$ cat config.mk
export PLATFORM = sky130hd
export DESIGN_NAME = vec_alu_top
export DESIGN_NICKNAME = d
export VERILOG_FILES = /design/src/rtl/vec_geom_pkg.sv /design/src/rtl/vec_op_pkg.sv /design/src/rtl/vec_operand_issue.sv /design/src/rtl/vec_byte_lane.sv /design/src/rtl/vec_result_collect.sv /design/src/rtl/vec_alu_top.sv
export SDC_FILE = /design/constraint.sdc
export NUM_CORES = 1
export LEC_CHECK = 0
export BUFFER_PORTS_ARGS = -buffer_cell sky130_fd_sc_hd__buf_2
export CORE_ASPECT_RATIO = 1.1
export CORE_MARGIN = 5
export CORE_UTILIZATION = 26
export CTS_CLUSTER_SIZE = 20
export DETAILED_ROUTE_END_ITERATION = 10
export PLACE_DENSITY = 0.4
export SYNTH_ARGS = -nofsm -noshare
export SYNTH_HDL_FRONTEND = slang
export SYNTH_SLANG_ARGS = --single-unit
$ cat constraint.sdc
create_clock -name clk -period 24.6 [get_ports clk]
set_input_delay 2.46 -clock clk [delete_from_list [all_inputs] [get_ports clk]]
set_output_delay 2.46 -clock clk [all_outputs]
set_load 0.01 [all_outputs]
$ cat src/rtl/vec_geom_pkg.sv
`default_nettype none

package vec_geom_pkg;

    localparam int LANE_WIDTH = 8;

    // element width code, values as in the original ALU
    typedef enum logic [1:0] {
        WW_BYTE   = 2'd0,
        WW_HALF   = 2'd1,
        WW_WORD   = 2'd2,
        WW_DOUBLE = 2'd3
    } ww_e;

    function automatic int unsigned elem_bytes(ww_e ww);
        int unsigned n;
        case (ww)
            WW_BYTE: n = 1;
            WW_HALF: n = 2;
            WW_WORD: n = 4;
            default: n = 8;
        endcase
        return n;
    endfunction

    function automatic int unsigned elem_bits(ww_e ww);
        return elem_bytes(ww) * LANE_WIDTH;
    endfunction

    // lane starts a new element; element size is a power of two
    function automatic logic elem_first(int unsigned lane, ww_e ww);
        int unsigned mask;
        mask = elem_bytes(ww) - 1;
        return (lane & mask) == 0;
    endfunction

    // lane holds the top byte of its element
    function automatic logic elem_last(int unsigned lane, ww_e ww);
        int unsigned mask;
        mask = elem_bytes(ww) - 1;
        return (lane & mask) == mask;
    endfunction

endpackage

`default_nettype wire

$ cat src/rtl/vec_op_pkg.sv
`default_nettype none

package vec_op_pkg;

    // opcodes kept from the original instruction set
    // multiply, square, divide, modulo, sqrt and shifts decode as unsupported
    typedef enum logic [5:0] {
        OP_AND  = 6'd1,
        OP_OR   = 6'd2,
        OP_XOR  = 6'd3,
        OP_NOT  = 6'd4,
        OP_MOV  = 6'd5,
        OP_ADD  = 6'd6,
        OP_SUB  = 6'd7,
        OP_RTTH = 6'd13
    } vec_op_e;

    // what a single byte lane does
    typedef enum logic [2:0] {
        LANE_ZERO = 3'd0,
        LANE_AND  = 3'd1,
        LANE_OR   = 3'd2,
        LANE_XOR  = 3'd3,
        LANE_NOT  = 3'd4,
        LANE_PASS = 3'd5,
        LANE_ADD  = 3'd6,
        LANE_SUB  = 3'd7
    } lane_op_e;

    function automatic logic lane_is_arith(lane_op_e op);
        return (op == LANE_ADD) || (op == LANE_SUB);
    endfunction

endpackage

`default_nettype wire

$ cat src/rtl/vec_operand_issue.sv
`default_nettype none

module vec_operand_issue
    import vec_geom_pkg::*;
    import vec_op_pkg::*;
#(
    parameter int DATA_WIDTH = 64
) (
    input  logic                                clk,
    input  logic                                arst_n,

    input  logic                                in_valid,
    output logic                                in_ready,
    input  vec_op_e                             in_op,
    input  ww_e                                 in_ww,
    input  logic [DATA_WIDTH-1:0]               in_a,
    input  logic [DATA_WIDTH-1:0]               in_b,

    output logic                                s1_valid,
    input  logic                                s2_ready,
    output lane_op_e                            lane_op,
    output logic [DATA_WIDTH-1:0]               lane_a,
    output logic [DATA_WIDTH-1:0]               lane_b,
    output logic [DATA_WIDTH/LANE_WIDTH-1:0]    lane_first
);

    localparam int NUM_LANES = DATA_WIDTH / LANE_WIDTH;

    logic                   load;
    lane_op_e               dec_op;
    logic [DATA_WIDTH-1:0]  rot_a;
    logic [DATA_WIDTH-1:0]  dec_a;
    logic [NUM_LANES-1:0]   dec_first;

    assign in_ready = !s1_valid || s2_ready;  // empty or draining this cycle
    assign load     = in_valid && in_ready;

    // opcode to lane operation
    always_comb begin
        case (in_op)
            OP_AND:  dec_op = LANE_AND;
            OP_OR:   dec_op = LANE_OR;
            OP_XOR:  dec_op = LANE_XOR;
            OP_NOT:  dec_op = LANE_NOT;
            OP_MOV:  dec_op = LANE_PASS;
            OP_ADD:  dec_op = LANE_ADD;
            OP_SUB:  dec_op = LANE_SUB;
            OP_RTTH: dec_op = LANE_PASS;  // lanes just pass the permuted A
            default: dec_op = LANE_ZERO;
        endcase
    end

    // swap the two halves of every element
    always_comb begin
        rot_a = in_a;
        case (in_ww)
            WW_BYTE: begin
                for (int i = 0; i < DATA_WIDTH; i += 8) begin
                    rot_a[i +: 8] = {in_a[i +: 4], in_a[i + 4 +: 4]};
                end
            end
            WW_HALF: begin
                for (int i = 0; i < DATA_WIDTH; i += 16) begin
                    rot_a[i +: 16] = {in_a[i +: 8], in_a[i + 8 +: 8]};
                end
            end
            WW_WORD: begin
                for (int i = 0; i < DATA_WIDTH; i += 32) begin
                    rot_a[i +: 32] = {in_a[i +: 16], in_a[i + 16 +: 16]};
                end
            end
            default: begin
                for (int i = 0; i < DATA_WIDTH; i += 64) begin
                    rot_a[i +: 64] = {in_a[i +: 32], in_a[i + 32 +: 32]};
                end
            end
        endcase
    end

    assign dec_a = (in_op == OP_RTTH) ? rot_a : in_a;

    // element boundaries, where the carry chain breaks
    always_comb begin
        for (int l = 0; l < NUM_LANES; l++) begin
            dec_first[l] = elem_first(l, in_ww);
        end
    end

    always_ff @(posedge clk or negedge arst_n) begin
        if (!arst_n) begin
            s1_valid <= 1'b0;
        end else if (in_ready) begin
            s1_valid <= in_valid;
        end
    end

    always_ff @(posedge clk) begin
        if (load) begin
            lane_op    <= dec_op;
            lane_a     <= dec_a;
            lane_b     <= in_b;
            lane_first <= dec_first;
        end
    end

endmodule

`default_nettype wire

$ cat src/rtl/vec_byte_lane.sv
`default_nettype none

module vec_byte_lane
    import vec_geom_pkg::*;
    import vec_op_pkg::*;
(
    input  lane_op_e                lane_op,
    input  logic [LANE_WIDTH-1:0]   a,
    input  logic [LANE_WIDTH-1:0]   b,
    input  logic                    first,
    input  logic                    carry_in,
    output logic [LANE_WIDTH-1:0]   result,
    output logic                    carry_out
);

    logic                   is_sub;
    logic                   cin;
    logic [LANE_WIDTH-1:0]  b_eff;
    logic [LANE_WIDTH-1:0]  sum;

    assign is_sub = (lane_op == LANE_SUB);

    // sub is a + ~b + 1, the +1 enters at the element's low byte
    assign b_eff = is_sub ? ~b : b;
    assign cin   = first ? is_sub : carry_in;

    assign {carry_out, sum} = {1'b0, a} + {1'b0, b_eff} + {{LANE_WIDTH{1'b0}}, cin};

    always_comb begin
        case (lane_op)
            LANE_AND:  result = a & b;
            LANE_OR:   result = a | b;
            LANE_XOR:  result = a ^ b;
            LANE_NOT:  result = ~a;
            LANE_PASS: result = a;
            LANE_ADD,
            LANE_SUB:  result = sum;
            default:   result = '0;  // unsupported opcode
        endcase
    end

endmodule

`default_nettype wire

$ cat src/rtl/vec_result_collect.sv
`default_nettype none

module vec_result_collect #(
    parameter int DATA_WIDTH = 64
) (
    input  logic                    clk,
    input  logic                    arst_n,

    input  logic                    s1_valid,
    output logic                    s2_ready,
    input  logic [DATA_WIDTH-1:0]   lane_result,

    output logic                    out_valid,
    input  logic                    out_ready,
    output logic [DATA_WIDTH-1:0]   out_data
);

    logic load;

    // free when empty or when the held item leaves this cycle
    assign s2_ready = !out_valid || out_ready;
    assign load     = s1_valid && s2_ready;

    always_ff @(posedge clk or negedge arst_n) begin
        if (!arst_n) begin
            out_valid <= 1'b0;
        end else if (s2_ready) begin
            out_valid <= s1_valid;  // drops on transfer unless refilled
        end
    end

    // held while stalled
    always_ff @(posedge clk) begin
        if (load) begin
            out_data <= lane_result;
        end
    end

endmodule

`default_nettype wire

$ cat src/rtl/vec_alu_top.sv
`default_nettype none

module vec_alu_top
    import vec_geom_pkg::*;
    import vec_op_pkg::*;
#(
    parameter int DATA_WIDTH = 64
) (
    input  logic                    clk,
    input  logic                    arst_n,

    input  logic                    in_valid,
    output logic                    in_ready,
    input  vec_op_e                 in_op,
    input  ww_e                     in_ww,
    input  logic [DATA_WIDTH-1:0]   in_a,
    input  logic [DATA_WIDTH-1:0]   in_b,

    output logic                    out_valid,
    input  logic                    out_ready,
    output logic [DATA_WIDTH-1:0]   out_data
);

    localparam int NUM_LANES = DATA_WIDTH / LANE_WIDTH;

    logic                   s1_valid;
    logic                   s2_ready;
    lane_op_e               lane_op;
    logic [DATA_WIDTH-1:0]  lane_a;
    logic [DATA_WIDTH-1:0]  lane_b;
    logic [NUM_LANES-1:0]   lane_first;
    logic [DATA_WIDTH-1:0]  lane_result;
    logic [NUM_LANES:0]     carry;  // carry[i] into lane i

    assign carry[0] = 1'b0;  // lane 0 always starts an element

    vec_operand_issue #(
        .DATA_WIDTH (DATA_WIDTH)
    ) u_issue (
        .clk        (clk),
        .arst_n     (arst_n),
        .in_valid   (in_valid),
        .in_ready   (in_ready),
        .in_op      (in_op),
        .in_ww      (in_ww),
        .in_a       (in_a),
        .in_b       (in_b),
        .s1_valid   (s1_valid),
        .s2_ready   (s2_ready),
        .lane_op    (lane_op),
        .lane_a     (lane_a),
        .lane_b     (lane_b),
        .lane_first (lane_first)
    );

    for (genvar i = 0; i < NUM_LANES; i++) begin : g_lane
        vec_byte_lane u_lane (
            .lane_op   (lane_op),
            .a         (lane_a[i*LANE_WIDTH +: LANE_WIDTH]),
            .b         (lane_b[i*LANE_WIDTH +: LANE_WIDTH]),
            .first     (lane_first[i]),
            .carry_in  (carry[i]),
            .result    (lane_result[i*LANE_WIDTH +: LANE_WIDTH]),
            .carry_out (carry[i+1])
        );
    end

    vec_result_collect #(
        .DATA_WIDTH (DATA_WIDTH)
    ) u_collect (
        .clk         (clk),
        .arst_n      (arst_n),
        .s1_valid    (s1_valid),
        .s2_ready    (s2_ready),
        .lane_result (lane_result),
        .out_valid   (out_valid),
        .out_ready   (out_ready),
        .out_data    (out_data)
    );

endmodule

`default_nettype wire

* Yosys cells after proc, flatten, opt, wreduce, memory -nomap -nowiden *
Memory sizes are Yosys's and may differ from the RTL's. A register that Yosys moved wholly into a read port is not among the register bits.
Index checks and enable logic that the tools add are counted.

word-level totals
  register bits = 201
  latch bits = 0
  bits in writable memories = 0
  bits in read-only memories = 48
  memories = 1

cells by class
  add/sub/neg operators = 17
  multipliers = 0
  div/mod/pow operators = 0
  $lt $le $gt $ge = 0
  eq/ne operators = 10
  shift-type cells = 0
  mux-type cells = 26
  bitwise logic cells = 40
  reductions and logical operators = 17

memory list
  name             words  bits a word  read ports  clocked after memory_dff  wr ports  RTL line                 source
  (no name shown)  16     3            1           1                         0         vec_operand_issue.sv:40  case (in_op)

operators with widths
  kind                 count
  $pmux 8 s6           8
  $logic_not 32->1     7
  $pmux 64 s3          1
  $not 8->8            16
  $and 8x8->8          8
  $mux 64              1
  $mux 8               8
  $or 8x8->8           8
  $xor 8x8->8          8
  $add 8x8->9          7
  $add 9x1->9          7
  $eq 3x3->1 const B   4
  $pmux 3 s3           1
  $add 8x1->8          1
  $add 8x8->8          1
  $mux 1               7
  $eq 3x2->1 const B   2
  $eq 6x4->1 const B   1
  $logic_not 2->1      2
  $eq 3x1->1 const B   1
  $logic_not 1->1      3
  $sub 3x1->3 const B  1
  $eq 2x1->1 const B   1
  $eq 2x2->1 const B   1
  other kinds (3)      5

* Logic depth before layout (Yosys ltp) *
  depth after elaboration = 19
  mapped depth = 63
  depth with buffers taken out = 59

* By module *
A second synthesis with hierarchy kept.

unflattened totals
  cell total of the unflattened synthesis = 1,546
  area total of the unflattened synthesis = 17,469.3 um^2

by module, submodules not included
  module                            times used  cells each  area an instance (um^2)  sequential area each (um^2)
  vec_operand_issue                 1           308         6,697.7                  4,078.9
  vec_result_collect                1           68          1,975.6                  1,946.9
  vec_byte_lane (g_lane[0].u_lane)  1           155         1,137.3                  0.0
  vec_byte_lane (g_lane[5].u_lane)  1           147         1,124.8                  0.0
  vec_byte_lane (g_lane[1].u_lane)  1           149         1,114.8                  0.0
  vec_byte_lane (g_lane[6].u_lane)  1           145         1,112.3                  0.0
  vec_byte_lane (g_lane[7].u_lane)  1           146         1,111.1                  0.0
  vec_byte_lane (g_lane[3].u_lane)  1           149         1,103.6                  0.0
  vec_byte_lane (g_lane[2].u_lane)  1           141         1,051.0                  0.0
  vec_byte_lane (g_lane[4].u_lane)  1           137         1,037.2                  0.0
  vec_alu_top                       1           1           3.8                      0.0

* Worst setup path after synthesis *
OpenSTA, ideal clock, no wires.

  path kind = register -> register
  start point = register u_issue.lane_op[2]
  end point = register u_collect.out_data[62] (data pin)
  library setup time = 264 ps
  data arrival time = 13,842 ps
  data required time = 24,336 ps
  slack = 10,495 ps
  cell stages (with the launch flop) = 64
  path through = edfxtp_1 > buf_2 > and2_1 > clkbuf_1 > nand2_1 > buf_2 > buf_4 > xnor2_1 > fa_1 > nand2_1 > a21oi_1 > o21a_1 > o21ai_0 > a21oi_1 > fa_1 > fa_1 > a211oi_1 > o21ai_0 > (+28 left out) > nor2_1 > o21ai_0 > a22oi_1 > fa_1 > fa_1 > a211oi_1 > o21bai_1 > a21oi_1 > nand2b_1 > a21oi_1 > fa_1 > inv_1 > fa_1 > nor2b_1 > o31a_1 > o21ai_0 > mux2i_1 > nand3_1

on the way
  longest elaborated chain between the ends = 19
  elaborated cells on any way between the ends = 40

ends and longest elaborated chain
  what                                  RTL line                                  source
  start, declared                       vec_operand_issue.sv:21                   output lane_op_e lane_op,
  $eq 3x3->1                            vec_byte_lane.sv:21, vec_byte_lane.sv:30
  $mux 8                                vec_byte_lane.sv:24                       assign b_eff = is_sub ? ~b : b;
  $add 8x8->9                           vec_byte_lane.sv:27                       assign {carry_out, sum} = {1'b0, a} + {1'b0, b_eff} + {{LANE_WIDTH{1'b0}}, cin};
  $add 9x1->9                           vec_byte_lane.sv:27
  $mux 1                                vec_byte_lane.sv:25                       assign cin = first ? is_sub : carry_in;
  $add 9x1->9                           vec_byte_lane.sv:27
  $mux 1                                vec_byte_lane.sv:25
  $add 9x1->9                           vec_byte_lane.sv:27
  (+4 left out)                         --
  $mux 1                                vec_byte_lane.sv:25
  $add 9x1->9                           vec_byte_lane.sv:27
  $mux 1                                vec_byte_lane.sv:25
  $add 9x1->9                           vec_byte_lane.sv:27
  $mux 1                                vec_byte_lane.sv:25
  $add 8x1->8                           vec_byte_lane.sv:27
  $pmux 8 s6 *                          vec_byte_lane.sv:30                       case (lane_op)
  named net g_lane[7].u_lane.result[6]  vec_byte_lane.sv:12                       output logic [LANE_WIDTH-1:0] result,
  end signal, assigned                  vec_result_collect.sv:35                  out_data <= lane_result;
  end, declared                         vec_result_collect.sv:15                  output logic [DATA_WIDTH-1:0] out_data

Mark *: on every way through the listed nets, which the timed path passes. The rest lies on a longest branch.
A chain may end at the register's enable or synchronous reset.

* Worst setup path after layout *
  start point = register u_issue.lane_op[1]
  end point = register u_collect.out_data[62] (data pin)

Same word-level chain as after synthesis.

==> flow_metrics.env <==
export IMPL_slowest_delay_ns=0.55
export IMPL_syn_nets=1802
export IMPL_final_setup_viol_count=0
export IMPL_clock_sinks=201
export IMPL_hold_class="reg2reg"
export IMPL_final_cell_mix="buf_2 (203), edfxtp_1 (199), ha_1 (183)"
export IMPL_final_layout_size_suffix_gt1_share_pct=25.2
export IMPL_status="complete, no violations"
export IMPL_grt_remaining_overflow=0
export IMPL_synthFlopType="edfxtp_1"
export IMPL_ys_seq_elements=201
export IMPL_numCtsBuffers=25
export IMPL_clock_latency_ns=0.55
export IMPL_routed_via_density=4.95
export IMPL_cp_start_kind="flip-flop"
export IMPL_num_vias=12200
export IMPL_fill_cells=6357
export IMPL_peakVddDrop_uv=43.7
export IMPL_track_usage_pct=16.1
export IMPL_ant_nets=0
export IMPL_crit_family="adder cells"
export IMPL_async_flop_share_pct=0.995
export IMPL_io_buffers=205
export IMPL_start_util_pct=26.3
export IMPL_drt_initial_drc_count=940
export IMPL_slew_viol_final=0
export IMPL_ys_top_cells_by_area="edfxtp_1 (37%), ha_1 (14%), mux4_2 (8.8%)"
export IMPL_rsz0062_at_grt="false"
export IMPL_firstDrtPassIters=5
export IMPL_min_from="u_issue.s1_valid$_DFFE_PN0N_"
export IMPL_path_clk_slew_ns=0.06
export IMPL_end_kind="flip-flop"
export IMPL_final_common_cell="buf_2"
export IMPL_area_growth_pct=15.9
export IMPL_final_core_util_pct=30.4
export IMPL_syn_inst=1464
export IMPL_root_buffer="clkbuf_16"
export IMPL_drc=0
export IMPL_die_w_um=249
export IMPL_cts_tree="built"
export IMPL_fmax_ghz=0.0589
export IMPL_synth_edff_count=199
export IMPL_worstMarginPinSlew_ns=1.10
export IMPL_crit_path_start="u_issue.lane_op[1]$_SDFFCE_PP0P_"
export IMPL_required_ns=24.89
export IMPL_synth_distinct_cells=55
export IMPL_fin_skew_ns=0.0154
export IMPL_drv_cap=0
export IMPL_grt_pass1_wl_um=84000
export IMPL_htree_levels=1
export IMPL_wirelength_um=57200
export IMPL_cp_max_fo=44
export IMPL_min_period_ns=16.98
export IMPL_finalSetupTns_ns=0
export IMPL_syn_area_per_cell_sq_um=11.2
export IMPL_cp_slowest_cell="fa_1"
export IMPL_p_per_area_nw_per_um2=58.2
export IMPL_place_hpwl_um=41700
export IMPL_synth_area_sq_um=16400
export IMPL_yosys_area_top_type="edfxtp_1"
export IMPL_crit_type="reg2reg"
export IMPL_avgRoutedWirePerCell_um=23.1
export IMPL_rows=96
export IMPL_post_cts_buffers=0
export IMPL_synth_top_area_share_pct=36.5
export IMPL_ctsLongestPathBuffers=3
export IMPL_place_area_sq_um=18100
export IMPL_nets=1960
export IMPL_globalplace_congestion=0.885
export IMPL_grt_max_degree=74
export IMPL_crit_buf_inv=4
export IMPL_relSlewSlack_pct=26.6
export IMPL_stdcell_area_sq_um=19000
export IMPL_yosysSeqAreaShare_pct=36.8
export IMPL_arrival_ns=17.26
export IMPL_hold_viol_final=0
export IMPL_ys_warn_count=0
export IMPL_path_common_cell="fa_1"
export IMPL_die_h_um=273
export IMPL_core_region_area_sq_um=62300
export IMPL_ctsResizeCount=0
export IMPL_ios=206
export IMPL_grt_pass1_vias=12400
export IMPL_r2r_start="u_issue.lane_op[1]$_SDFFCE_PP0P_"
export IMPL_dieArea_sq_um=68100
export IMPL_period_share_pct=69.0
export IMPL_hold_buffers=0
export IMPL_p_leak_nw=7.74
export IMPL_antenna_found_initial=1
-- worst reg2reg max path: cells and delay by family (launching register included) --
family	cells	cell delay [ns]
flops	1	0.31
xor+xnor	1	0.24
simple gates	8	1.22
mux	1	0.22
buf+inv	4	1.55
fa+ha+maj	15	7.04
compound gates	31	6.16
-- sequential cells by signal, indices dropped and copies added, names as in the netlist --
name and cells:
u_issue.lane_b 64, u_issue.lane_a 64, u_issue.lane_op 3, u_issue.s1_valid 1, u_issue.lane_first 4, u_collect.out_valid 1
u_collect.out_data 64
-- layout make-up --
cell class	count	area [sq um]	share of cell area, %
clock buffer	29	641	3.38
multi-input combinational	1036	9420	49.7
clock inverter	15	186	0.982
inverter	139	522	2.75
sequential	201	6030	31.8
tap	833	1040	5.49
antenna	1	2.50	0.0132
timing repair buffer	219	1140	5.99
-- path summary, 6_finish.rpt --
path / end / slack [ns] / cells past startpoint
worst max-delay path: u_collect.out_data[62]$_DFFE_PP_ / 7.62 / 60
worst max register to register: u_collect.out_data[62]$_DFFE_PP_ / 7.62 / 60
min in group asynchronous: u_collect.out_valid$_DFFE_PN0P_ / 1.69 / 1
worst min register to register: u_collect.out_valid$_DFFE_PN0P_ / 0.50 / 1
max in group asynchronous: u_issue.s1_valid$_DFFE_PN0N_ / 22.81 / 1
worst min-delay path: u_collect.out_valid$_DFFE_PN0P_ / 0.50 / 1
-- per-stage QoR --
| step | hold slack [ns] | power (mW) | instances | worst slack, ns |
|---|---|---|---|---|
| after floorplan | 0.449 | 0.628 | 1464 | 10.49 |
| after global placement | 0.467 | 0.731 | 2428 | 7.79 |
| after detailed placement | 0.492 | 0.734 | 2428 | 7.63 |
| after CTS | 0.509 | 1.13 | 2472 | 7.54 |
| after global routing | 0.523 | 1.17 | 2472 | 6.32 |
| final | 0.500 | 1.11 | 2473 | 7.62 |
-- layer usage --
layer  routed length (um)  GRT usage [%]  vias up  part of all wire, %
met5                    0              0        -                    0
met4                 1530           4.36        0                  2.7
met3                 2930           2.52       68                  5.1
met2                25600           25.3      360                   45
met1                27100           23.2     6043                   47
li1                     -              -     5776                    -
-- report_power, final --
part | total (mW) | leakage (nW) | internal (mW) | switching [mW]
clock network | 0.382 | 0.390 | 0.228 | 0.154
logic | 0.281 | 5.41 | 0.120 | 0.161
registers | 0.443 | 1.94 | 0.414 | 0.0285
total | 1.11 | 7.74 | 0.762 | 0.343
-- logic make-up (layout without fill, tap and decap cells) --
family	count (synthesis)	count (layout)	share of synthesized area [%]
compound gates	390	390	15.4
buf+inv	227	402	5.81
flops	201	201	36.8
fa+ha+maj	198	198	15.8
simple gates	176	176	4.82
mux	167	167	15.7
xor+xnor	105	105	5.62
other cells	0	1	0
-- synth_stat cells (all sizes together) (11+ instances only) --
library cell and n:
a221o 24, mux2 81, xor2 11, a211oi 26, a21oi 86, inv 139, o211ai 25, clkbuf 22
xnor2 94, edfxtp 199, mux4 64, buf 66, o21ai 99, nand2b 13, o22ai 43, a22oi 26
nor2 79, mux2i 22, a21o 14, nand2 53, ha 183, fa 15
Power figures use the tool's default switching activity.
